==> config.mk <==
export PLATFORM = sky130hd
export DESIGN_NAME = vga_cfg_regs
export DESIGN_NICKNAME = d
export VERILOG_FILES = /design/src/logic/vga_pkg.sv /design/src/logic/vga_cfg_regs.sv
export SDC_FILE = /design/constraint.sdc
export NUM_CORES = 1
export LEC_CHECK = 0
export BUFFER_PORTS_ARGS = -buffer_cell sky130_fd_sc_hd__buf_2
export CAP_MARGIN = 10
export CORE_ASPECT_RATIO = 1.4
export CORE_MARGIN = 3
export CORE_UTILIZATION = 54
export DETAILED_ROUTE_END_ITERATION = 6
export HOLD_SLACK_MARGIN = 0.1
export PLACE_DENSITY = 0.84
export SETUP_SLACK_MARGIN = 0.1
export SLEW_MARGIN = 15
export SYNTH_ARGS = -nofsm -noshare
export SYNTH_HDL_FRONTEND = slang
export SYNTH_SLANG_ARGS = --single-unit
==> constraint.sdc <==
create_clock -name vga_clk -period 2.7 [get_ports vga_clk]
set_input_delay 0.27 -clock vga_clk [delete_from_list [all_inputs] [get_ports vga_clk]]
set_output_delay 0.27 -clock vga_clk [all_outputs]
set_load 0.05 [all_outputs]
==> src/logic/vga_pkg.sv <==
// Width typedefs, timing phase enum and register word indices for the VGA peripheral.

package vga_pkg;

    // Horizontal and vertical counts and phase widths.
    typedef logic [9:0] coord_t;

    // Pixel clock divider.
    typedef logic [5:0] div_t;

    // Zoom shift amount.
    typedef logic [2:0] shift_t;

    // Stored pixel, 4 bits per channel, red in the top nibble.
    typedef logic [11:0] rgb12_t;

    // One output colour channel.
    typedef logic [7:0] chan_t;

    // Phase order within a line or a frame.
    typedef enum logic [1:0] {
        ph_video = 2'd0,
        ph_fp    = 2'd1,
        ph_sync  = 2'd2,
        ph_bp    = 2'd3
    } phase_e;

    // Configuration register word indices.
    localparam logic [3:0] reg_ctrl   = 4'd0;
    localparam logic [3:0] reg_shift  = 4'd1;
    localparam logic [3:0] reg_h_fp   = 4'd2;
    localparam logic [3:0] reg_h_vid  = 4'd3;
    localparam logic [3:0] reg_h_sync = 4'd4;
    localparam logic [3:0] reg_h_bp   = 4'd5;
    localparam logic [3:0] reg_v_fp   = 4'd6;
    localparam logic [3:0] reg_v_vid  = 4'd7;
    localparam logic [3:0] reg_v_sync = 4'd8;
    localparam logic [3:0] reg_v_bp   = 4'd9;

endpackage

==> src/logic/vga_cfg_regs.sv <==
// Configuration register file with reset defaults and a host write port.

`timescale 1ns/1ns

module vga_cfg_regs (
    input  logic            vga_clk,
    input  logic            rst,
    input  logic            cfg_we,
    input  logic [3:0]      cfg_idx,
    input  logic [15:0]     cfg_wdata,
    output logic            enable,
    output vga_pkg::div_t   clk_div,
    output vga_pkg::shift_t shift,
    output vga_pkg::coord_t h_fp,
    output vga_pkg::coord_t h_vid,
    output vga_pkg::coord_t h_sync,
    output vga_pkg::coord_t h_bp,
    output vga_pkg::coord_t v_fp,
    output vga_pkg::coord_t v_vid,
    output vga_pkg::coord_t v_sync,
    output vga_pkg::coord_t v_bp
);
    vga_pkg::div_t   wr_div;
    vga_pkg::coord_t wr_coord;

    // A written zero divider is stored as one.
    assign wr_div   = (cfg_wdata[6:1] == '0) ? vga_pkg::div_t'(1) : cfg_wdata[6:1];
    assign wr_coord = cfg_wdata[9:0];

    always_ff @(posedge vga_clk) begin
        if (rst) begin
            enable  <= 1'b0;
            clk_div <= vga_pkg::div_t'(1);
            shift   <= '0;
            h_fp    <= vga_pkg::coord_t'(40);
            h_vid   <= vga_pkg::coord_t'(800);
            h_sync  <= vga_pkg::coord_t'(128);
            h_bp    <= vga_pkg::coord_t'(88);
            v_fp    <= vga_pkg::coord_t'(1);
            v_vid   <= vga_pkg::coord_t'(600);
            v_sync  <= vga_pkg::coord_t'(4);
            v_bp    <= vga_pkg::coord_t'(23);
        end else if (cfg_we) begin
            case (cfg_idx)
                vga_pkg::reg_ctrl: begin
                    enable  <= cfg_wdata[0];
                    clk_div <= wr_div;
                end
                vga_pkg::reg_shift:  shift  <= cfg_wdata[2:0];
                vga_pkg::reg_h_fp:   h_fp   <= wr_coord;
                vga_pkg::reg_h_vid:  h_vid  <= wr_coord;
                vga_pkg::reg_h_sync: h_sync <= wr_coord;
                vga_pkg::reg_h_bp:   h_bp   <= wr_coord;
                vga_pkg::reg_v_fp:   v_fp   <= wr_coord;
                vga_pkg::reg_v_vid:  v_vid  <= wr_coord;
                vga_pkg::reg_v_sync: v_sync <= wr_coord;
                vga_pkg::reg_v_bp:   v_bp   <= wr_coord;
                // Unmapped indices are ignored.
                default: ;
            endcase
        end
    end

endmodule

## After elaboration in Yosys (flattened, before gate mapping)

Index checks and enable logic that the tools add are counted.

| operators by class | value |
|---|---|
| add/subtract/negate cells | 0 |
| $mul | 0 |
| divide/modulo/power cells | 0 |
| order comparisons | 0 |
| equal/unequal tests | 9 |
| shift operators | 0 |
| multiplexer cells | 1 |
| bitwise operators | 0 |
| reduce and logical (&&, ||, !) cells | 12 |

Operator list:

| operator | number |
|---|---|
| AND reduction 2 bit | 10 |
| equality test 4 x 3 -> 1 bit, second input constant | 4 |
| equality test 4 x 2 -> 1 bit, second input constant | 2 |
| equality test 4 bit, second input constant | 2 |
| zero test 6 bit | 1 |
| 2-to-1 mux 6 bit | 1 |
| equality test 4 x 1 -> 1 bit, second input constant | 1 |
| zero test 4 bit | 1 |

| word-level totals | value |
|---|---|
| register bits | 90 |
| bits in latches | 0 |
| bits in writable memories | 0 |
| ROM bits | 0 |
| input bits | 23 |
| output and inout bits | 90 |
| word-level logic and storage cells | 33 |
| memories | 0 |

## Depth between registers and ports, before layout

| depth | value |
|---|---|
| depth in word-level cells | 2 |
| gate-level depth with buffers | 5 |

## Worst setup path after synthesis

OpenSTA, ideal clock, no wires.

| timing path | value |
|---|---|
| kind | input -> register |
| from | in cfg_idx[3] |
| to | reg h_vid[0] |
| setup time | 72 ps |
| arrival | 1075 ps |
| data required time | 2628 ps |
| setup slack | 1553 ps |
| stages on the path | 4 |
| buffers on the path | 1 |
| cell sequence | nor3b_4 -> and3_1 -> buf_4 -> mux2i_1 |

| between the ends | value |
|---|---|
| longest elaborated chain between the ends | 2 |

RTL lines:

| what | line | text |
|---|---|---|
| start: declaration | vga_cfg_regs.sv:9 | `input logic [3:0] cfg_idx,` |
| equality test 4 x 2 -> 1 bit | vga_cfg_regs.sv:44 | `case (cfg_idx)` |
| AND reduction 2 bit (no line) | n/a |  |
| end signal: assignment | vga_cfg_regs.sv:36 | `h_vid <= vga_pkg::coord_t'(800);` |
| end signal: assignment | vga_cfg_regs.sv:51 | `vga_pkg::reg_h_vid: h_vid <= wr_coord;` |
| end: declaration | vga_cfg_regs.sv:15 | `output vga_pkg::coord_t h_vid,` |

No other way between the ends.
A chain may end at the register's enable or synchronous reset.

==> results.md <==
* Gpl congestion at 0.779
* Async S/R FF share, synth at 0
* Deepest clock path buffer count at 2
* Global-route usage over all layers at 0.234
* Hold path depth at 3
* Met3 Usage GRT at 0.0751
* # IOs at 113
* H-tree levels at 3
* RSZ-0062 raised after global routing: no
* Status: finished, final reports clean
* Pin count of the biggest net entering global routing at 66
* Layout filler cell count at 494
* Post-synthesis adder-cell area fraction at 0
* Pre-CTS setup slack at 885 ps
* Iteration-0 DRC Markers at 165
* Via count at 2641
* Critical path peak fanout at 65
* Post-route minimum period at 1470 ps
* Final Net Count at 454
* Hold_sp: cfg_wdata[9]
* PortBufs at 106
* Internal at 1.98 mW
* Net Count, Synth at 357
* Synth Area in Compound Gates at 0.00693
* HP Class: input port to register
* Sequential cell area at 1800 um2
* # clock sinks at 90
* Post-CTS Hold Buffers at 0
* Total inserted antenna cells at 0
* Most frequent cells in the layout: 106 x buf_2, 90 x dfxtp_1, 88 x mux2i_1
* Initial cell density of the core at 0.570
* Worst r2r dst: clk_div[0]$_SDFFE_PP1P_
* R2R cell count at 2
* Post-CTS sizing at 0
* Met1 Use GR at 0.275
* Number of remaining DRC errors at 0
* DIE AREA at 7720 um2
* Syn Area/Cell at 10.8 um2
* Avg WL per Cell at 16.9 um
* Synth Area in Simple Gates at 0.217
* Clk pin slew, worst setup/hold paths at 90 ps
* Worst Setup Start Kind: input port
* Post-Syn Instances at 334
* Grt ovf at 0
* Register area share after synthesis at 0.499
* Most Crowded Layer GR: met2
* Fin. max-slew vios at 0
* Post-synthesis xor/xnor area fraction at 0
* Rows at 34
* Crit Path Category: input port to register
* CTS tree: yes
* Total negative setup slack at 0 ps
* P per Cell Area at 597 nW/um2
* Area delta synth->final at 20.5%
* VDD IR max at 0.356 mV
* PnR worst setup slack at 1230 ps
* Detailed Route WL at 8.56 mm
* Skew-Pair Late Insertion Delay at 350 ps
* Most common cell after layout, fill and taps aside: buf_2
* Critical Path AT at 1700 ps
* Yosys reg bits at 90
* Worst hold slack at 187 ps
* Synth cell types at 26
* Antenna violations before repair at 0
* Flop pwr share at 0.520
* Switching Share at 0.240
* Endpoints failing hold at 0
* Mux share of post-synthesis cell area at 0.244
* CP required at 2920 ps
* 1st-pass router iterations at 4
* Clk pwr share at 0.396
* Least-Margin Pin Slew at 880 ps
* First-pass GRT wire length at 13.4 mm
* Met2 Usage GRT at 0.392
* Setup violations, final at 0
* P_leak at 2.32 nW
* Number of global-route vias before repair at 2675
* Core Area at 6340 um2
* Clock Skew at 0 ps
* Most used flip-flop cell after synthesis: dfxtp_1
* Crit. End Element: register
* Comb pwr share at 0.084
* Post-CTS Setup Bufs at 0
* CTS Root Cell: clkbuf_8
* Detail Placement HPWL at 5.92 mm
* Flop-to-flop setup slack at 1940 ps
* Hold Crit Endpoint: v_vid[9]$_SDFFE_PP1P_
* Largest family of logic cells by synthesized area: multiplexers
* Fin area at 4350 um2
* Number of flops mapped to enable cells by yosys at 0
* Area of the multi-input gates at 1690 um2
* Final period util at 0.545
* Worst rel slew slack at 0.413
* Cell area after synthesis at 3610 um2
* Post-DP Area at 4130 um2
* Yosys warning total at 0
* Vias per cell at 5.21
* Die width at 75.1 um
* CTS buffer count at 9
* Net Switching at 0.623 mW
* Worst reg2reg path startpoint: clk_div[0]$_SDFFE_PP1P_
* Maximum operating frequency at 679 MHz
* Max-cap violations at 0
* Layout cells sized above 1 at 0.308
* Fin util at 0.687
* Die Ht at 103 um
* Detail Route Antenna Nets at 0
-- registers in the layout, indices dropped and copies added, names as in the netlist --
name and flops:
v_sync 10, h_sync 10, clk_div 6, v_fp 10
h_bp 10, shift 3, enable 1, v_bp 10
h_vid 10, h_fp 10, v_vid 10
-- per-stage QoR --
stage	total power, mW	std cells
final	2.60	507
after global routing	2.67	507
after CTS	2.60	507
after detailed placement	1.60	492
after global placement	1.60	492
after floorplan	1.54	334
-- cells in the mapped netlist, types with 3 or more instances --
library cell	instances	area [um2]
buf_1	3	11.3
buf_2	4	20.0
buf_6	4	45.0
clkbuf_1	10	37.5
dfxtp_1	90	1800
mux2i_1	88	881
nand2_2	4	25.0
nand2_4	3	33.8
nand2b_1	80	500
nor2_1	28	105
-- logic make-up (layout without fill, tap and decap cells) --
logic type,after synthesis,count (layout)
simple gates,131,131
flops,90,90
mux,88,88
buf+inv,22,123
compound gates,3,3
-- worst max-delay path by stage --
stage / from / to / slack (ps) / depth (start not counted)
4_1_cts: rst / v_fp[9]$_SDFFE_PP0P_ / 1240 / 4
3_5_place_dp: cfg_idx[3] / v_vid[3]$_SDFFE_PP1P_ / 890 / 4
5_1_grt: rst / v_fp[9]$_SDFFE_PP0P_ / 1140 / 4
2_1_floorplan: cfg_idx[3] / h_vid[0]$_SDFFE_PP0P_ / 1550 / 4
3_3_place_gp: cfg_idx[3] / v_vid[1]$_SDFFE_PP0P_ / 920 / 4
6_report: rst / v_fp[9]$_SDFFE_PP0P_ / 1230 / 4
-- area by class of cell --
| type | instances | share of cell area |
|---|---|---|
| sequential | 90 | 0.414 |
| tap | 72 | 0.0207 |
| clock buffer | 11 | 0.0348 |
| clock inverter | 4 | 0.0173 |
| multi-input combinational | 222 | 0.388 |
| timing repair buffer | 108 | 0.125 |
-- power groups by stage --
stage / sequential, mW / clock, mW / combinational [mW]
CTS: 1.35 / 1.03 / 0.218
global placement: 1.38 / 0 / 0.213
finish: 1.35 / 1.03 / 0.217
detailed placement: 1.38 / 0 / 0.218
global route: 1.36 / 1.09 / 0.231
floorplan: 1.44 / 0 / 0.0984
-- layer usage --
layer  wire [um]  share of wire  up-vias
li1            -              -     1287
met1        3610           0.42     1254
met2        4270           0.50       80
met3         471          0.055       20
met4         206          0.024        0
met5           0              0        -
-- critical path: stages --
cell and delay (ps):
buf_2 660, buf_4 310, nand2b_1 300, mux2i_1 140
No activity file was read; power rests on OpenSTA's default activity.
