<file path="src/logic/vga_pkg.sv">
// Width typedefs, timing phase enum and register word indices for the VGA peripheral.

package vga_pkg;

    // Horizontal and vertical counts and phase widths.
    typedef logic [9:0] coord_t;

    // Pixel clock divider.
    typedef logic [5:0] div_t;

    // Zoom shift amount.
    typedef logic [2:0] shift_t;

    // Stored pixel, 4 bits per channel, red in the top nibble.
    typedef logic [11:0] rgb12_t;

    // One output colour channel.
    typedef logic [7:0] chan_t;

    // Phase order within a line or a frame.
    typedef enum logic [1:0] {
        ph_video = 2'd0,
        ph_fp    = 2'd1,
        ph_sync  = 2'd2,
        ph_bp    = 2'd3
    } phase_e;

    // Configuration register word indices.
    localparam logic [3:0] reg_ctrl   = 4'd0;
    localparam logic [3:0] reg_shift  = 4'd1;
    localparam logic [3:0] reg_h_fp   = 4'd2;
    localparam logic [3:0] reg_h_vid  = 4'd3;
    localparam logic [3:0] reg_h_sync = 4'd4;
    localparam logic [3:0] reg_h_bp   = 4'd5;
    localparam logic [3:0] reg_v_fp   = 4'd6;
    localparam logic [3:0] reg_v_vid  = 4'd7;
    localparam logic [3:0] reg_v_sync = 4'd8;
    localparam logic [3:0] reg_v_bp   = 4'd9;

endpackage

</file>
<file path="src/logic/vga_timing_gen.sv">
// Pixel tick divider, horizontal and vertical phase machines, coordinates and sync levels.

`timescale 1ns/1ns

module vga_timing_gen (
    input  logic            vga_clk,
    input  logic            rst,
    input  logic            enable,
    input  vga_pkg::div_t   clk_div,
    input  vga_pkg::coord_t h_fp,
    input  vga_pkg::coord_t h_vid,
    input  vga_pkg::coord_t h_sync,
    input  vga_pkg::coord_t h_bp,
    input  vga_pkg::coord_t v_fp,
    input  vga_pkg::coord_t v_vid,
    input  vga_pkg::coord_t v_sync,
    input  vga_pkg::coord_t v_bp,
    output vga_pkg::coord_t pix_x,
    output vga_pkg::coord_t pix_y,
    output logic            vis,
    output logic            hs,
    output logic            vs
);
    vga_pkg::div_t   div_cnt;
    logic            tick;
    logic            line_end;
    vga_pkg::phase_e h_phase;
    vga_pkg::phase_e h_next;
    vga_pkg::phase_e v_phase;
    vga_pkg::phase_e v_next;
    vga_pkg::coord_t h_cnt;
    vga_pkg::coord_t v_cnt;

    // Length in ticks (or lines) of a phase.
    function automatic vga_pkg::coord_t phase_len(
        input vga_pkg::phase_e p,
        input vga_pkg::coord_t vid,
        input vga_pkg::coord_t fp,
        input vga_pkg::coord_t sync,
        input vga_pkg::coord_t bp
    );
        case (p)
            vga_pkg::ph_video: phase_len = vid;
            vga_pkg::ph_fp:    phase_len = fp;
            vga_pkg::ph_sync:  phase_len = sync;
            default:           phase_len = bp;
        endcase
    endfunction

    // Phases wrap from back porch to video.
    assign h_next = vga_pkg::phase_e'(h_phase + 2'd1);
    assign v_next = vga_pkg::phase_e'(v_phase + 2'd1);

    // One tick every clk_div+1 cycles.
    assign tick     = enable && (div_cnt == clk_div);
    assign line_end = tick && (h_phase == vga_pkg::ph_bp) && (h_cnt == '0);

    always_ff @(posedge vga_clk) begin
        if (rst || !enable) begin
            div_cnt <= '0;
            h_phase <= vga_pkg::ph_video;
            v_phase <= vga_pkg::ph_video;
            h_cnt   <= h_vid - 1'b1;
            v_cnt   <= v_vid - 1'b1;
            pix_x   <= '0;
            pix_y   <= '0;
        end else if (tick) begin
            div_cnt <= '0;
            if (h_cnt == '0) begin
                h_phase <= h_next;
                h_cnt   <= phase_len(h_next, h_vid, h_fp, h_sync, h_bp) - 1'b1;
            end else begin
                h_cnt <= h_cnt - 1'b1;
            end
            if (h_phase == vga_pkg::ph_video && h_cnt != '0) begin
                pix_x <= pix_x + 1'b1;
            end else if (line_end) begin
                pix_x <= '0;
            end
            // Vertical machine steps once per line.
            if (line_end) begin
                if (v_cnt == '0) begin
                    v_phase <= v_next;
                    v_cnt   <= phase_len(v_next, v_vid, v_fp, v_sync, v_bp) - 1'b1;
                end else begin
                    v_cnt <= v_cnt - 1'b1;
                end
                if (v_phase == vga_pkg::ph_video && v_cnt != '0) begin
                    pix_y <= pix_y + 1'b1;
                end else if (v_phase == vga_pkg::ph_bp && v_cnt == '0) begin
                    pix_y <= '0;
                end
            end
        end else begin
            div_cnt <= div_cnt + 1'b1;
        end
    end

    // Levels follow the phase registers and drop as soon as enable does.
    assign vis = enable && (h_phase == vga_pkg::ph_video) && (v_phase == vga_pkg::ph_video);
    assign hs  = enable && (h_phase == vga_pkg::ph_sync);
    assign vs  = enable && (v_phase == vga_pkg::ph_sync);

endmodule

</file>
<file path="config.mk">
export PLATFORM = sky130hd
export DESIGN_NAME = vga_timing_gen
export DESIGN_NICKNAME = d
export VERILOG_FILES = /design/src/logic/vga_pkg.sv /design/src/logic/vga_timing_gen.sv
export SDC_FILE = /design/constraint.sdc
export NUM_CORES = 1
export LEC_CHECK = 0
export BUFFER_PORTS_ARGS = -buffer_cell sky130_fd_sc_hd__buf_2
export CAP_MARGIN = 30
export CELL_PAD_IN_SITES_DETAIL_PLACEMENT = 0
export CELL_PAD_IN_SITES_GLOBAL_PLACEMENT = 1
export CORE_MARGIN = 2
export CORE_UTILIZATION = 34
export CTS_CLUSTER_SIZE = 40
export DETAILED_ROUTE_END_ITERATION = 7
export MAX_ROUTING_LAYER = met4
export PLACE_DENSITY = 0.79
export SYNTH_ARGS = -nofsm -noshare
export SYNTH_HDL_FRONTEND = slang
export SYNTH_SLANG_ARGS = --single-unit
</file>
<file path="constraint.sdc">
create_clock -name vga_clk -period 2.68 [get_ports vga_clk]
set_input_delay 0.536 -clock vga_clk [delete_from_list [all_inputs] [get_ports vga_clk]]
set_output_delay 0.536 -clock vga_clk [all_outputs]
set_load 0.03 [all_outputs]
</file>
# Yosys cells after proc, flatten, opt, wreduce, memory -nomap -nowiden
# Cells that the tools add are included.
word_totals:
  register_bits: 50
  input_bits: 89
  out_inout_bits: 23
op_classes:
  n_addsub: 11
  eq_ne: 9
  muxes: 20
  n_reduce_logical: 30
ops:
  columns: ["op", "n"]
  rows:
  - ["two-way mux 10 bit", 18]
  - ["one-hot mux 10 bit (3 select lines)", 2]
  - ["subtractor 10 x 1 -> 10 bit, second input constant", 6]
  - ["adder 10 x 1 -> 10 bit, second input constant", 2]
  - ["logical NOT 10 bit", 2]
  - ["nonzero test 10 bit", 2]
  - ["== test 2 bit, second input constant", 6]
  - ["logical AND 1 bit", 10]
  - ["logical NOT 2 bit", 4]
  - ["nonzero test 2 bit", 4]
  - ["adder 6 x 1 -> 6 bit, second input constant", 1]
  - ["== test 6 bit", 1]
  - ["AND reduction 2 bit", 3]
  - ["AND reduction 3 bit", 2]
  - ["adder 2 x 1 -> 2 bit, second input constant", 2]
  - ["== test 2 x 1 -> 1 bit, second input constant", 2]
  - ["OR reduction 2 bit", 1]
  - ["logical NOT 1 bit", 1]
  - ["logical OR 1 bit", 1]

# Depth between registers and ports, before layout
logic_depth:
  depth_word: 12
  depth_mapped: 14

# Worst setup path before layout
# No wires, ideal clock.
synth_path:
  kind: "input to register"
  from: "input rst"
  to: "register v_cnt[4], data pin"
  setup_ns: 0.271
  arrival_ns: 2.364
  required_time_ns: 2.409
  slack_ns: 0.046
  cell_stages: 10
  path_buffers: 3
  cell_sequence: "nand2b_1 -> clkbuf_1 -> buf_1 -> clkbuf_1 -> a21oi_1 -> ha_1 -> o21ai_0 -> a21oi_1 -> o32ai_1 -> a21oi_1"
synth_via:
  elab_chain_cells: 2
synth_lines:
  columns: ["element", "line_no", "rtl"]
  rows:
  - ["from (decl)", "vga_timing_gen.sv:7", "input logic rst,"]
  - ["logical OR 1 bit", "vga_timing_gen.sv:59", "if (rst || !enable) begin"]
  - ["two-way mux 10 bit", "vga_timing_gen.sv:59", null]
  - ["to (signal assigned)", "vga_timing_gen.sv:64", "v_cnt <= v_vid - 1'b1;"]
  - ["to (signal assigned)", "vga_timing_gen.sv:84", "v_cnt <= phase_len(v_next, v_vid, v_fp, v_sync, v_bp) - 1'b1;"]
  - ["to (signal assigned)", "vga_timing_gen.sv:86", "v_cnt <= v_cnt - 1'b1;"]
  - ["to (decl)", "vga_timing_gen.sv:32", "vga_pkg::coord_t v_cnt;"]
# No other way between the ends.
# A chain may end at the register's enable or synchronous reset.

# Worst setup path after layout
layout_path:
  from: "register h_cnt[1]"
  to: "register pix_x[7]"
layout_via:
  elab_chain_cells: 4
  elab_cells_between_ends: 7
  classes_between: "mux: 1; reduce/logical: 6"
layout_lines:
  columns: ["element", "line_no", "rtl"]
  rows:
  - ["from (decl)", "vga_timing_gen.sv:31", "vga_pkg::coord_t h_cnt;"]
  - ["from (signal assigned)", "vga_timing_gen.sv:63", "h_cnt <= h_vid - 1'b1;"]
  - ["from (signal assigned)", "vga_timing_gen.sv:71", "h_cnt <= phase_len(h_next, h_vid, h_fp, h_sync, h_bp) - 1'b1;"]
  - ["from (signal assigned)", "vga_timing_gen.sv:73", "h_cnt <= h_cnt - 1'b1;"]
  - ["logical NOT 10 bit / nonzero test 10 bit (equally long branches)", "vga_timing_gen.sv:56, vga_timing_gen.sv:75", null]
  - ["logical AND 1 bit (on tied branches)", "vga_timing_gen.sv:56, vga_timing_gen.sv:75", null]
  - ["nonzero test 2 bit (no line)", null, null]
  - ["AND reduction 2 bit (no line)", null, null]
  - ["to (signal assigned)", "vga_timing_gen.sv:76", "pix_x <= pix_x + 1'b1;"]
  - ["to (decl)", "vga_timing_gen.sv:18", "output vga_pkg::coord_t pix_x,"]
# Several ways; a longest one is shown, not always the timed one.

==> run_results.csv <==
group,metric,value,unit
yosys,seq_area_frac_synth,34.8,%
sta,setup_viol,0,
cts,cts-root-buf,"clkbuf_8",
place,placed_cell_area,0.00422,mm2
power,switching_share,26.4,%
run,max_cap_viol_count,0,
critical_path,crit_chain,"nor4_1, and3_2, nand2_1, a211oi_4, nand4_2, or3_1, a21oi_1",
place,place_ws,-0.0362,ns
finish,drive_gt1_share,30.9,%
global_route,grt_use_total,18.2,%
floorplanning,die_w,105,um
cts,clk_latency,0.30,ns
power,clockPowerShare,27.6,%
sta,finalHoldWorstSlack,0.489,ns
cts,cts_setup_buffers,0,
cts,htreeDepth,2,
floorplanning,die_h,105,um
yosys,async_reset_ff_share,0,%
global_route,grt_max_degree,24,
sta,fin_worst_skew,0.00710,ns
floorplanning,dieArea,0.0110,mm2
critical_path,crit_arrival,2.74,ns
power,leakage,1.77,nW
power,combPwrFrac,17.3,%
yosys,ys_ff_latch,50,
cts,cts_made_buffers,5,
sta,hold_viol_final,0,
yosys,mappedNetlistNets,514,
yosys,syn_avg_cell_area,8.42,um2
sta,slew_violations,0,
sta,fmax,0.399,GHz
critical_path,critPathLaunchType,"flop",
critical_path,critPathCaptureType,"flop",
sta,tightest_slew,0.630,ns
power,p_int,1.15,mW
place,portBuffers,111,
detailed_routing,wl_per_cell,14.7,um
yosys,synthCells,410,
global_route,grt_pass1_wl,15.9,mm
yosys,synth-edff-count,20,
critical_path,path_max_fanout,8,
yosys,synth_top_flop_cell,"dfxtp_1",
finish,n_fill_cell,1009,
detailed_routing,viasPerCell,5.25,
sta,slew_headroom,57.9,%
finish,n_antenna_cell,0,
critical_path,max_stage_delay,0.42,ns
floorplanning,core,0.00982,mm2
cts,cts_tree,"done",
finish,final_area,0.00435,mm2
global_route,gr-total-overflow,0,
floorplanning,start_util,35.2,%
detailed_routing,drt_iter0_markers,305,
place,place_congestion,0.832,
detailed_routing,vias,3469,
detailed_routing,drc,0,
detailed_routing,dr.pass1.iters,6,
critical_path,cp_slowest_cell,"edfxtp_1",
yosys,syn_area,0.00345,mm2
sta,fin_crit,2.51,ns
cts,clock-sinks,50,
cts,postCtsHoldBufs,0,
sta,min_period_over_period,93.6,%
min_path,hold_path.class,"reg2reg",
critical_path,critPathRequiredTime,2.91,ns
finish,synthToLayoutAreaGrowth,25.9,%
finish,final_common_cell,"buf_2",
detailed_routing,finalWirelength,9.74,mm
yosys,synth_warnings,0,
power,switchingPower,0.413,mW
sta,setup_ws,0.172,ns
detailed_routing,ant_nets,0,
yosys,yosysUniqueCellTypes,49,
power,ir_drop,0.191,mV
power,power_frac_seq,55.2,%
floorplanning,pin_count,112,
global_route,grt_pass1_vias,3285,
power,pwr_density_cell,360,mW/mm2
finish,layout_common_cells,"buf_2 (111), nor2_1 (44), a21oi_1 (42)",
place,dp_hpwl,7.63,mm
cts,path_clk_slew,0.08,ns
critical_path,criticalPathCategory,"reg2reg",
global_route,antenna_found_initial,0,
finish,layout.nets,631,
status,outcome,"complete, no violations",
cts,clockBufferDepth,2,
floorplanning,num_rows,36,
-- kinds of logic after synthesis --
kind of cell | share of synthesized area [%]
mux | 2.75
xor+xnor | 8.37
compound gates | 21.8
buf+inv | 4.57
flops | 34.8
fa+ha+maj | 5.43
simple gates | 22.2
-- path summary, 6_finish.rpt --
path,startpoint,cells past startpoint,endpoint,slack (ns)
worst min register to register,pix_x[9],2,pix_x[9],0.49
worst max register to register,h_cnt[1],7,pix_x[7],0.17
worst max-delay path,h_cnt[1],7,pix_x[7],0.17
worst min-delay path,pix_x[9],2,pix_x[9],0.49
-- cell usage after synthesis, types with 6 or more instances --
library cell / number / area (um2)
mux2i_1: 8 / 80.1
nor3_1: 6 / 30.0
clkbuf_1: 13 / 48.8
dfxtp_1: 30 / 601
a22oi_1: 7 / 52.6
edfxtp_1: 20 / 601
nand3_1: 8 / 40.0
xnor2_1: 19 / 166
inv_1: 16 / 60.1
xor2_1: 14 / 123
ha_1: 15 / 188
or3_1: 6 / 37.5
nor2_1: 44 / 165
a21oi_1: 43 / 215
o21ai_0: 27 / 135
nand4_1: 9 / 56.3
nand2_1: 34 / 128
and3_1: 12 / 75.1
nor2b_1: 10 / 62.6
a211oi_1: 7 / 52.6
a222oi_1: 14 / 140
-- power groups by stage --
stage	combinational [mW]	sequential (mW)	clock [mW]
2_1_floorplan	0.149	0.873	0
3_3_place_gp	0.262	0.881	0
3_5_place_dp	0.266	0.881	0
4_1_cts	0.268	0.864	0.452
5_1_grt	0.305	0.869	0.473
6_report	0.271	0.865	0.432
-- flip-flops by register name, summed over array words and instances, names as in the netlist --
| name | count |
|---|---|
| pix_x | 10 |
| v_cnt | 10 |
| div_cnt | 6 |
| pix_y | 10 |
| v_phase | 2 |
| h_cnt | 10 |
| h_phase | 2 |
-- timing repair --
action | in CTS | in global routing
pin swaps | 0 | 2
resized for setup | 2 | 14
cloned | 0 | 0
endpoints found under the hold margin | 0 | 0
endpoints found under the setup margin | 4 | 14
-- per-stage QoR --
stage / setup TNS, ns / utilization, % / cells / power [mW]
floorplan: 0 / - / 410 / 1.02
global placement: 0 / 43.0 / 653 / 1.14
detailed placement: -0.0620 / 43.0 / 653 / 1.15
CTS: 0 / 43.8 / 661 / 1.58
global route: -0.00799 / 44.3 / 661 / 1.65
finish: 0 / 44.3 / 661 / 1.57
-- cell type report --
class                      instances  area [um2]  share of cell area [%]
multi-input combinational        324        2140                    49.2
sequential                        50        1210                    27.7
timing repair buffer             130         698                    16.1
tap                              133         166                    3.83
clock buffer                       8        80.1                    1.84
inverter                          16        60.1                    1.38
-- routing by layer --
metal  routed length, um  global-route usage (%)
met1                4670                    24.9
met5                   0                       -
met4                  59                    3.62
met3                 597                    3.18
met2                4410                    28.3
-- worst max-delay path, delay by kind of cell (launching register included) --
kind / cells / cell delay [ns]
simple gates: 5 / 1.53
compound gates: 2 / 0.48
flops: 1 / 0.42
Note: power is estimated with default switching activity, not from simulation.
