===== src/logic/vga_pkg.sv =====
// Width typedefs, timing phase enum and register word indices for the VGA peripheral.

package vga_pkg;

    // Horizontal and vertical counts and phase widths.
    typedef logic [9:0] coord_t;

    // Pixel clock divider.
    typedef logic [5:0] div_t;

    // Zoom shift amount.
    typedef logic [2:0] shift_t;

    // Stored pixel, 4 bits per channel, red in the top nibble.
    typedef logic [11:0] rgb12_t;

    // One output colour channel.
    typedef logic [7:0] chan_t;

    // Phase order within a line or a frame.
    typedef enum logic [1:0] {
        ph_video = 2'd0,
        ph_fp    = 2'd1,
        ph_sync  = 2'd2,
        ph_bp    = 2'd3
    } phase_e;

    // Configuration register word indices.
    localparam logic [3:0] reg_ctrl   = 4'd0;
    localparam logic [3:0] reg_shift  = 4'd1;
    localparam logic [3:0] reg_h_fp   = 4'd2;
    localparam logic [3:0] reg_h_vid  = 4'd3;
    localparam logic [3:0] reg_h_sync = 4'd4;
    localparam logic [3:0] reg_h_bp   = 4'd5;
    localparam logic [3:0] reg_v_fp   = 4'd6;
    localparam logic [3:0] reg_v_vid  = 4'd7;
    localparam logic [3:0] reg_v_sync = 4'd8;
    localparam logic [3:0] reg_v_bp   = 4'd9;

endpackage


===== src/logic/vga_pixel_out.sv =====
// Output stage: half select, 4:4:4 to 8-bit colour expansion, blanking and output registers.

`timescale 1ns/1ns

module vga_pixel_out (
    input  logic           vga_clk,
    input  logic           rst,
    input  logic [31:0]    rd_data,
    input  logic           half,
    input  logic           vis,
    input  logic           hs,
    input  logic           vs,
    output vga_pkg::chan_t r,
    output vga_pkg::chan_t g,
    output vga_pkg::chan_t b,
    output logic           hsync,
    output logic           vsync,
    output logic           de
);
    vga_pkg::rgb12_t pix;

    // Odd pixel sits in the upper half of the word.
    assign pix = half ? rd_data[27:16] : rd_data[11:0];

    always_ff @(posedge vga_clk) begin
        if (rst) begin
            r     <= '0;
            g     <= '0;
            b     <= '0;
            hsync <= 1'b0;
            vsync <= 1'b0;
            de    <= 1'b0;
        end else begin
            hsync <= hs;
            vsync <= vs;
            de    <= vis;
            if (vis) begin
                r <= {pix[11:8], 4'b0000};
                g <= {pix[7:4], 4'b0000};
                b <= {pix[3:0], 4'b0000};
            end else begin
                // Blanking.
                r <= '0;
                g <= '0;
                b <= '0;
            end
        end
    end

endmodule


===== config.mk =====
export PLATFORM = sky130hd
export DESIGN_NAME = vga_pixel_out
export DESIGN_NICKNAME = d
export VERILOG_FILES = /design/src/logic/vga_pkg.sv /design/src/logic/vga_pixel_out.sv
export SDC_FILE = /design/constraint.sdc
export NUM_CORES = 1
export LEC_CHECK = 0
export ABC_AREA = 1
export BUFFER_PORTS_ARGS = -buffer_cell sky130_fd_sc_hd__buf_2
export CORE_AREA = 2 2 47 49
export DETAILED_ROUTE_END_ITERATION = 12
export DIE_AREA = 0 0 49 51
export PLACE_DENSITY = 0.75
export SLEW_MARGIN = 5
export SYNTH_ARGS = -nofsm -noshare
export SYNTH_HDL_FRONTEND = slang
export SYNTH_SLANG_ARGS = --single-unit

===== constraint.sdc =====
create_clock -name vga_clk -period 0.8 [get_ports vga_clk]
set_input_delay 0.24 -clock vga_clk [delete_from_list [all_inputs] [get_ports vga_clk]]
set_output_delay 0.24 -clock vga_clk [all_outputs]
set_load 0.02 [all_outputs]

# Yosys cells after proc, flatten, opt, wreduce, memory -nomap -nowiden
# Index checks and enable logic that the tools add are counted.
classes:
  muxes: 1
  n_bitwise: 1
  n_reduce_logical: 1
ops:
  columns: ["cell", "count"]
  rows:
  - ["12-bit 2-to-1 mux", 1]
  - ["2-bit OR reduction", 1]
  - ["1-bit inverter", 1]
word_totals:
  ff_bits: 27
  input_bits: 38
  out_inout_bits: 27
  word_cells: 12

# Depth between registers and ports, before layout
# Gate-level depths: netlist (run 1).
logic_depth:
  ltp_word: 2
  ltp_mapped: 4
  mapped_depth_nobuf: 3

# Worst setup path before layout (run 1)
# No wires, ideal clock.
synth_path:
  path_kind: "input to register"
  from: "input port rst"
  to: "register de"
  setup_ns: 0.113
  arrival_time_ns: 0.539
  required_ns: 0.687
  setup_slack_ns: 0.148
  cell_stages: 4
  n_path_buf: 1
  path_cell_list: "inv_2 -> nand2_2 -> buf_6 -> inv_1"
synth_rtl:
  columns: ["item", "line_no", "text"]
  rows:
  - ["from (decl)", "vga_pixel_out.sv:7", "input logic rst,"]
  - ["to (signal assigned)", "vga_pixel_out.sv:36", "de <= vis;"]
  - ["to (decl)", "vga_pixel_out.sv:18", "output logic de"]
# No word-level cell between the ends.

# Final worst setup path (run 1)
layout_path:
  from: "register hsync"
  to: "output port hsync"
layout_rtl:
  columns: ["item", "line_no", "text"]
  rows:
  - ["from (decl)", "vga_pixel_out.sv:16", "output logic hsync,"]
  - ["from (signal assigned)", "vga_pixel_out.sv:34", "hsync <= hs;"]
# No word-level cell between the ends.

==> summary.txt, run 1 <==
Floorplanning
  – Site Rows: 17
  – Core area: 2060 um2
  – Die area: 2500 um2
  – I/O pin total: 65
  – Starting density of the core: 31.6%
  – Die H: 51 um
  – Die Wd: 49 um

Routing
  – # DRC: 0
  – Vias per inst: about 4
  – DRT Pass-1 Iters: 2
  – WL/cell: ~9 um
  – Routed WL: around 1.4 mm
  – DRT iter0 DRCs: 2
  – Via count: slightly above 600
  – Final ANT Viol Nets: 0

Synth
  – Synth Area in Compound Gates: 15.5%
  – Count leader, synth: nand2_1
  – Flops & latches, synth: 15
  – Synth cell types: 11
  – Area share of fa/ha/maj cells after synthesis: 0%
  – Largest cells by area after synthesis: dfxtp_1 (46%), a21oi_2 (15%), buf_4 (14%)
  – Multiplexer share of the synthesized area: 0%
  – Post-synth top area share: between 40% and 50%
  – Largest family of logic cells by synthesized area: buffers and inverters
  – Synthesized area: 652 um2
  – Post-synthesis sequential area ratio: a little under half
  – Syn avg cell area: 8.69 um2
  – Syn Inst Count: 75
  – Post-synth EDFFs: 0
  – Async S/R FF share, synth: 0%
  – Synth Area in Simple Gates: 15.9%
  – Top cells by count, synth: nand2_1 (24), dfxtp_1 (15), buf_4 (12)
  – Area leader, netlist: dfxtp_1
  – Yosys warns: 0
  – Main synth FF type: dfxtp_1
  – Xor and xnor area share after synthesis: 0%

STA
  – Max Fclk: ~1000 MHz
  – Hold WS: 0.160 ns
  – Final slew viol count: 0
  – Fin crit share: 120%
  – Fin. Hold Viols: 0
  – Count of final setup violators: 15
  – Final worst slack: -0.161 ns
  – Unrepaired setup endpoints after global routing: yes
  – Tmin final: 0.961 ns

GRT
  – All-Layer GR Usage: 12.6%
  – Total congestion overflow: 0
  – Number of antenna violations at the first check in global routing: 0
  – Largest net degree at the start of global routing: 14
  – Vias in the first global route: 581
  – First-pass GRT wire length: 2.31 mm

Placed design
  – Place WS: -0.0653 ns
  – Area of placed instances: 882 um2
  – Dpl cells: 149
  – Final Wtd Congestion: 0.650
  – IO Port Bufs: 44
  – Detail Placement HPWL: 1.11 mm

Worst setup path
  – Crit path buf inv count: 1
  – Startpoint Class: flop
  – Crit-path leading delay family: flip-flops
  – Required time worst endpoint: between 0.5 and 0.6 ns
  – Peak fanout along the critical path: 1
  – Worst EP arrival: 0.72 ns
  – CP max stage cell: dfxtp_2
  – Critical Path End Type: output port
  – Kind of critical path: reg -> out
  – Critical path cell sequence: buf_6
  – Max incr delay on CP: about 0.33 ns

Clock network
  – CTS Sinks: 15
  – CTS tree: built
  – TritonCTS Buffers: 3
  – Max Buffers Root-to-Sink: 2
  – Post-CTS setup buffer count: 0
  – Htree depth: 1
  – Root buffer cell: clkbuf_4
  – Hold Buf Count CTS: 0
  – Clk slew on worst S/H paths: around 0.080 ns

Outcome
  – Violated checks: setup timing
  – Run status: finished with violations

Flow run
  – Max-Cap Viols: 0

Finish
  – Sequential cell area: 319 um2
  – Antenna diodes: 0
  – Footprint of the multi-input gates: 250 um2
  – # nets final: 164
  – Design Area, Final: 1020 um2
  – Layout cells sized above 1: 65.6%
  – Fill cell count: 212
  – Cell Count, Final, Fillers Out: 153
  – Area Growth Syn to Fin: 56.6%
  – Core Util, Final: 49.5%

Min path
  – Worst hold path class: in -> reg

Power and ir drop
  – Power per Cell Area: between 1500 and 2000 nW/um2
  – Pleak: roughly 0.52 nW
  – VDD IR max: 760 uV
power breakdown:
group | internal (mW) | leakage, nW | switching [mW]
clock network | 0.193 | 0.0150 | 0.222
logic | 0.166 | 0.380 | 0.198
registers | 0.787 | 0.129 | 0.0148
total | 1.15 | 0.524 | 0.435
cells in the final DEF (no fill, tap or decap), drive strengths merged:
cell,n
conb,12
a21oi,12
nor2,2
buf,50
nand2,25
clkbuf,4
dfxtp,15
inv,5
layer usage:
layer,vias up,routed length (um),GRT usage (%)
met5,-,0,0
met4,0,27,11.4
met3,2,132,1.17
met2,38,724,23.7
met1,270,521,12.3
li1,305,-,-
cells by family after synthesis:
kind of cell,Yosys count
AO/OA/AOI/OAI,12
buffers and inverters,20
flip-flops,15
other,1
AND/OR/NAND/NOR,27
flip-flops by register name, summed over array words and instances (netlist names):
name   cells
vsync      1
b          4
de         1
r          4
g          4
hsync      1
cell type report:
class,instances,area share [%]
repair buffers,50,36.4
well taps,28,3.43
multi-input cells,51,24.5
clock buffers,4,2.57
flip-flops and latches,15,31.2
inverters,5,1.84
timing repair:
| item | in CTS | in global routing |
|---|---|---|
| setup endpoints to repair | 15 | 15 |
| resized for setup | 45 | 0 |
| pin swaps | 0 | 0 |
stage by stage:
| stage | setup TNS [ns] | power [mW] |
|---|---|---|
| floorplan | 0 | 1.04 |
| global placement | -0.318 | 1.12 |
| detailed placement | -0.679 | 1.13 |
| CTS | -2.54 | 1.61 |
| global route | -2.88 | 1.69 |
| finish | -2.32 | 1.58 |
worst paths after layout:
kind / start / endpoint / slack, ns / cells past startpoint
max: hsync / hsync / -0.16 / 1
min: vs / vsync / 0.16 / 3
Note: power is estimated with default switching activity, not from simulation.
==> run 2, diff against run 1 <==
- REMOVE_ABC_BUFFERS: default -> 1
==> run 2 against run 1 <==
Net effect:
- the flow still finishes with violations (setup timing)
- final cell count is 0.65% higher
- clock power fell by 1%
- largest cell class unchanged
- first-iteration DRC count unchanged
- combinational power grew 3%
- routed wire length rose by 1.9%
- fmax up 0.39%
- core utilization increased by 0.97 points
- critical path type unchanged
- flip-flop and latch count unchanged
- via count decreased by 0.33%
- die area unchanged
- largest power group unchanged
- sequential power barely moved
==> summary.txt, run 2 (same netlist as run 1, synthesis figures left out) <==
GRT
  – Total congestion overflow: 0
  – Vias in the first global route: between 500 and 600
  – Number of antenna violations at the first check in global routing: 0
  – First-pass GRT wire length: 2.29 mm
  – All-Layer GR Usage: 12.0%
  – Largest net degree at the start of global routing: 13

Min path
  – Worst hold path class: in -> reg

Routing
  – DRT iter0 DRCs: 2
  – Final ANT Viol Nets: 0
  – Via count: 613
  – Vias per inst: 3.98
  – Routed WL: 1.43 mm
  – # DRC: 0
  – WL/cell: ~9.3 um
  – DRT Pass-1 Iters: 2

Floorplanning
  – Die area: 2500 um2
  – Site Rows: 17
  – Die Wd: just under 50 um
  – Starting density of the core: 31.6%
  – Core area: 2060 um2
  – I/O pin total: 65
  – Die H: 51 um

Clock network
  – Root buffer cell: clkbuf_4
  – Htree depth: 1
  – Max Buffers Root-to-Sink: 2
  – CTS tree: built
  – Clk slew on worst S/H paths: about 0.08 ns
  – CTS Sinks: 15
  – Post-CTS setup buffer count: 0
  – TritonCTS Buffers: 3

Finish
  – Fill cell count: 210
  – Most common cell after layout, fill and taps aside: buf_2
  – Most frequent cells in the layout: buf_2 (29), nand2_1 (24), dfxtp_2 (15), buf_6 (15), conb_1 (12)
  – Design Area, Final: 1040 um2
  – Core Util, Final: 50.5%
  – Top flop regs: b (4), g (4), r (4)
  – Antenna diodes: 0
  – Area Growth Syn to Fin: 59.7%
  – Layout cells sized above 1: around two thirds
  – # nets final: 165

Worst setup path
  – Max incr delay on CP: 0.33 ns
  – Kind of critical path: reg -> out
  – Critical path cell sequence: buf_6
  – Required time worst endpoint: about 0.56 ns
  – Crit path buf inv count: 1
  – Crit-path leading delay family: flip-flops
  – Startpoint Class: flop
  – Critical Path End Type: output port
  – Worst EP arrival: 0.72 ns
  – Peak fanout along the critical path: 1
  – CP max stage cell: dfxtp_2

Power and ir drop
  – Combinational power share: 23.7%
  – Power share of the clock group: 25.7%
  – Design Power: 1.59 mW
  – P_sw: 0.433 mW
  – Seq pwr share: 50.6%
  – Sw frac: ~27%
  – Power per Cell Area: ~1500 nW/um2
  – VDD IR max: 1030 uV
  – P_int: 1.15 mW
  – Pleak: 0.534 nW

Placed design
  – Final Wtd Congestion: 0.617
  – Area of placed instances: 902 um2
  – IO Port Bufs: 44
  – Detail Placement HPWL: 1.17 mm

STA
  – Tmin final: 0.957 ns
  – Unrepaired setup endpoints after global routing: yes
  – Setup TNS: -2.28 ns
  – Final slew viol count: 0
  – Count of final setup violators: 15
  – Fin. Hold Viols: 0
  – Max Fclk: 1040 MHz
  – Final worst slack: -0.157 ns
  – Fin crit share: 120%

Flow run
  – Max-Cap Viols: 0

Outcome
  – Run status: finished with violations
  – Violated checks: setup timing
-- run 2: cell types whose count changed in the layout (fill, tap and decap cells not counted) --
cell	change
buf_12	+1
-- run 2: what timing repair did --
item                                    in CTS  in global routing
hold buffers                                 0                  0
endpoints found under the setup margin      15                 15
resized for setup                           45                  0
-- run 2: cell type report --
cell class / instances / area (um2) / share of cell area [%]
well taps: 28 / 35.0 / 3.37
flip-flops and latches: 15 / 319 / 30.6
multi-input cells: 51 / 250 / 24.0
repair buffers: 51 / 392 / 37.6
inverters: 5 / 18.8 / 1.80
clock buffers: 4 / 26.3 / 2.52
-- run 2: metal layers --
metal / GRT usage, % / up-vias / wire length, um
li1: - / 308 / -
met1: 12.0 / 265 / 544
met5: 0 / - / 0
met4: 5.71 / 0 / 6
met2: 23.5 / 38 / 744
met3: 2.63 / 2 / 137
-- run 2: stage by stage --
step	hold WS, ns	cells	setup WS [ns]
2_1_floorplan	0.311	71	0.132
3_5_place_dp	0.450	150	-0.0680
4_1_cts	0.152	154	-0.177
5_1_grt	0.168	154	-0.187
3_3_place_gp	0.445	150	-0.0287
6_report	0.164	154	-0.157
-- run 2: final timing paths --
kind,slack [ns],from,endpoint,cells past startpoint
setup / recovery,-0.16,vsync,vsync,1
hold / removal,0.16,vs,vsync,3
-- run 2: power groups by stage --
stage               Clock, mW  Sequential [mW]  Combinational, mW
global placement            0            0.804              0.331
floorplan                   0            0.850              0.126
global route            0.465            0.806              0.409
CTS                     0.436            0.804              0.380
detailed placement          0            0.806              0.340
finish                  0.409            0.803              0.376
==> run 3, diff against run 2 <==
- CORE_AREA: 2 2 47 49 -> 2 2 45 47
- DIE_AREA: 0 0 49 51 -> 0 0 47 49
- GPL_TIMING_DRIVEN: default -> 0
- PLACE_DENSITY: 0.75 -> 0.81
- clock period: 0.8 -> 1.2 ns (I/O delays scaled with it)
==> run 3 against run 2 <==
Net effect:
- the run now ends clean
- routed wire length decreased by 8.0%
- flip-flop and latch count unchanged
- cell area decreased by 18%
- first-iteration DRC count decreased by 50%
- global-route usage decreased by 0.19 points
- hold slack improved by 0.10 ns
- clock power decreased by 31%
- setup slack improved by 0.25 ns
- clock-buffer cell count unchanged
- critical path depth unchanged
- critical endpoint is now hsync
- highest routed layer is now met3
==> summary.txt, run 3 (same netlist as run 1, synthesis figures left out) <==
STA
  – Count of final setup violators: 0
  – Tmin final: ~1.1 ns
  – Unrepaired setup endpoints after global routing: no
  – Fin crit share: between 90% and 100%
  – Max Fclk: 900 MHz
  – Final slew viol count: 0
  – Hold WS: between 0.2 and 0.3 ns
  – Setup TNS: 0 ns
  – Final worst slack: 0.0890 ns
  – Fin. Hold Viols: 0

Clock network
  – Post-cts sizing count: 0
  – Htree depth: 1
  – TritonCTS Buffers: 3
  – Root buffer cell: clkbuf_4
  – Hold Buf Count CTS: 0
  – Post-CTS setup buffer count: 0
  – CTS tree: built
  – Max Buffers Root-to-Sink: 2
  – CTS Sinks: 15
  – Clk slew on worst S/H paths: 0.09 ns

Floorplanning
  – Starting density of the core: 35.4%
  – I/O pin total: 65
  – Die Wd: 47 um
  – Die H: 49 um
  – Core area: 1840 um2
  – Site Rows: 16
  – Die area: 2300 um2

Routing
  – Via count: 585
  – Routed WL: 1.32 mm
  – DRT iter0 DRCs: 1
  – DRT Pass-1 Iters: 4
  – Vias per inst: ~4
  – Final ANT Viol Nets: 0
  – # DRC: 0
  – WL/cell: about 9.0 um

Worst setup path
  – Critical path cell sequence: buf_2
  – Critical Path End Type: output port
  – CP max stage cell: dfxtp_1
  – Kind of critical path: reg -> out
  – Worst EP arrival: 0.75 ns
  – Required time worst endpoint: approximately 0.84 ns
  – Crit-path leading delay family: flip-flops
  – Max incr delay on CP: 0.32 ns
  – Peak fanout along the critical path: 1
  – Startpoint Class: flop
  – Crit path buf inv count: 1

Placed design
  – IO Port Bufs: 44
  – Place WS: 0.128 ns
  – Detail Placement HPWL: 1.04 mm
  – Final Wtd Congestion: 0.639
  – Dpl cells: around 140

Finish
  – Cell Count, Final, Fillers Out: 146
  – Top flop regs: b (4), g (4), r (4)
  – # nets final: 158
  – Layout cells sized above 1: 51.3%
  – Area Growth Syn to Fin: 30.3%
  – Most common cell after layout, fill and taps aside: buf_2
  – Fill cell count: ~220
  – Antenna diodes: 0
  – Most frequent cells in the layout: buf_2 (44), nand2_1 (24), dfxtp_1 (15), conb_1 (12), a21oi_2 (11)

GRT
  – Vias in the first global route: 525
  – All-Layer GR Usage: 11.8%
  – Number of antenna violations at the first check in global routing: 0
  – Largest net degree at the start of global routing: 14
  – First-pass GRT wire length: about 2.0 mm
  – Total congestion overflow: 0

Power and ir drop
  – Design Power: 1.00 mW
  – Power per Cell Area: 1180 nW/um2
  – Pleak: roughly 0.47 nW
  – VDD IR max: 473 uV

Min path
  – Worst hold path class: in -> reg

Flow run
  – Max-Cap Viols: 0

Outcome
  – Run status: complete, no violations
run 3: cell types whose count changed in the layout (fill, tap and decap cells not counted), sizes merged:
| cell | change |
|---|---|
| buf | -7 |
run 3: layout make-up:
| cell class | instances | area [um2] | share of cell area, % |
|---|---|---|---|
| Sequential cell | 15 | 300 | 35.3 |
| Inverter | 5 | 18.8 | 2.21 |
| Tap cell | 27 | 33.8 | 3.98 |
| Clock buffer | 4 | 26.3 | 3.09 |
| Timing Repair Buffer | 44 | 220 | 25.9 |
| Multi-Input combinational cell | 51 | 250 | 29.5 |
run 3: power breakdown:
group / total [mW] / internal (mW) / switching, mW / leakage, nW
logic: 0.196 / 0.0675 / 0.129 / 0.332
registers: 0.524 / 0.520 / 0.00430 / 0.123
clock network: 0.281 / 0.129 / 0.152 / 0.0150
run 3: through the flow:
stage / utilization [%] / area [um2]
global route: 46.1 / 850
floorplan: - / 569
global placement: 44.7 / 823
finish: 46.1 / 850
CTS: 46.1 / 850
detailed placement: 44.7 / 823
run 3: worst paths after layout:
check | from | to | cells after the start
worst min-delay path | rst | hsync | 2
worst max-delay path | hsync | hsync | 1
run 3: metal layers:
layer / track usage [%] / wire [um]
met2: 24.2 / 715
met5: 0 / 0
met3: 2.22 / 160
met1: 10.8 / 439
met4: 2.78 / 0
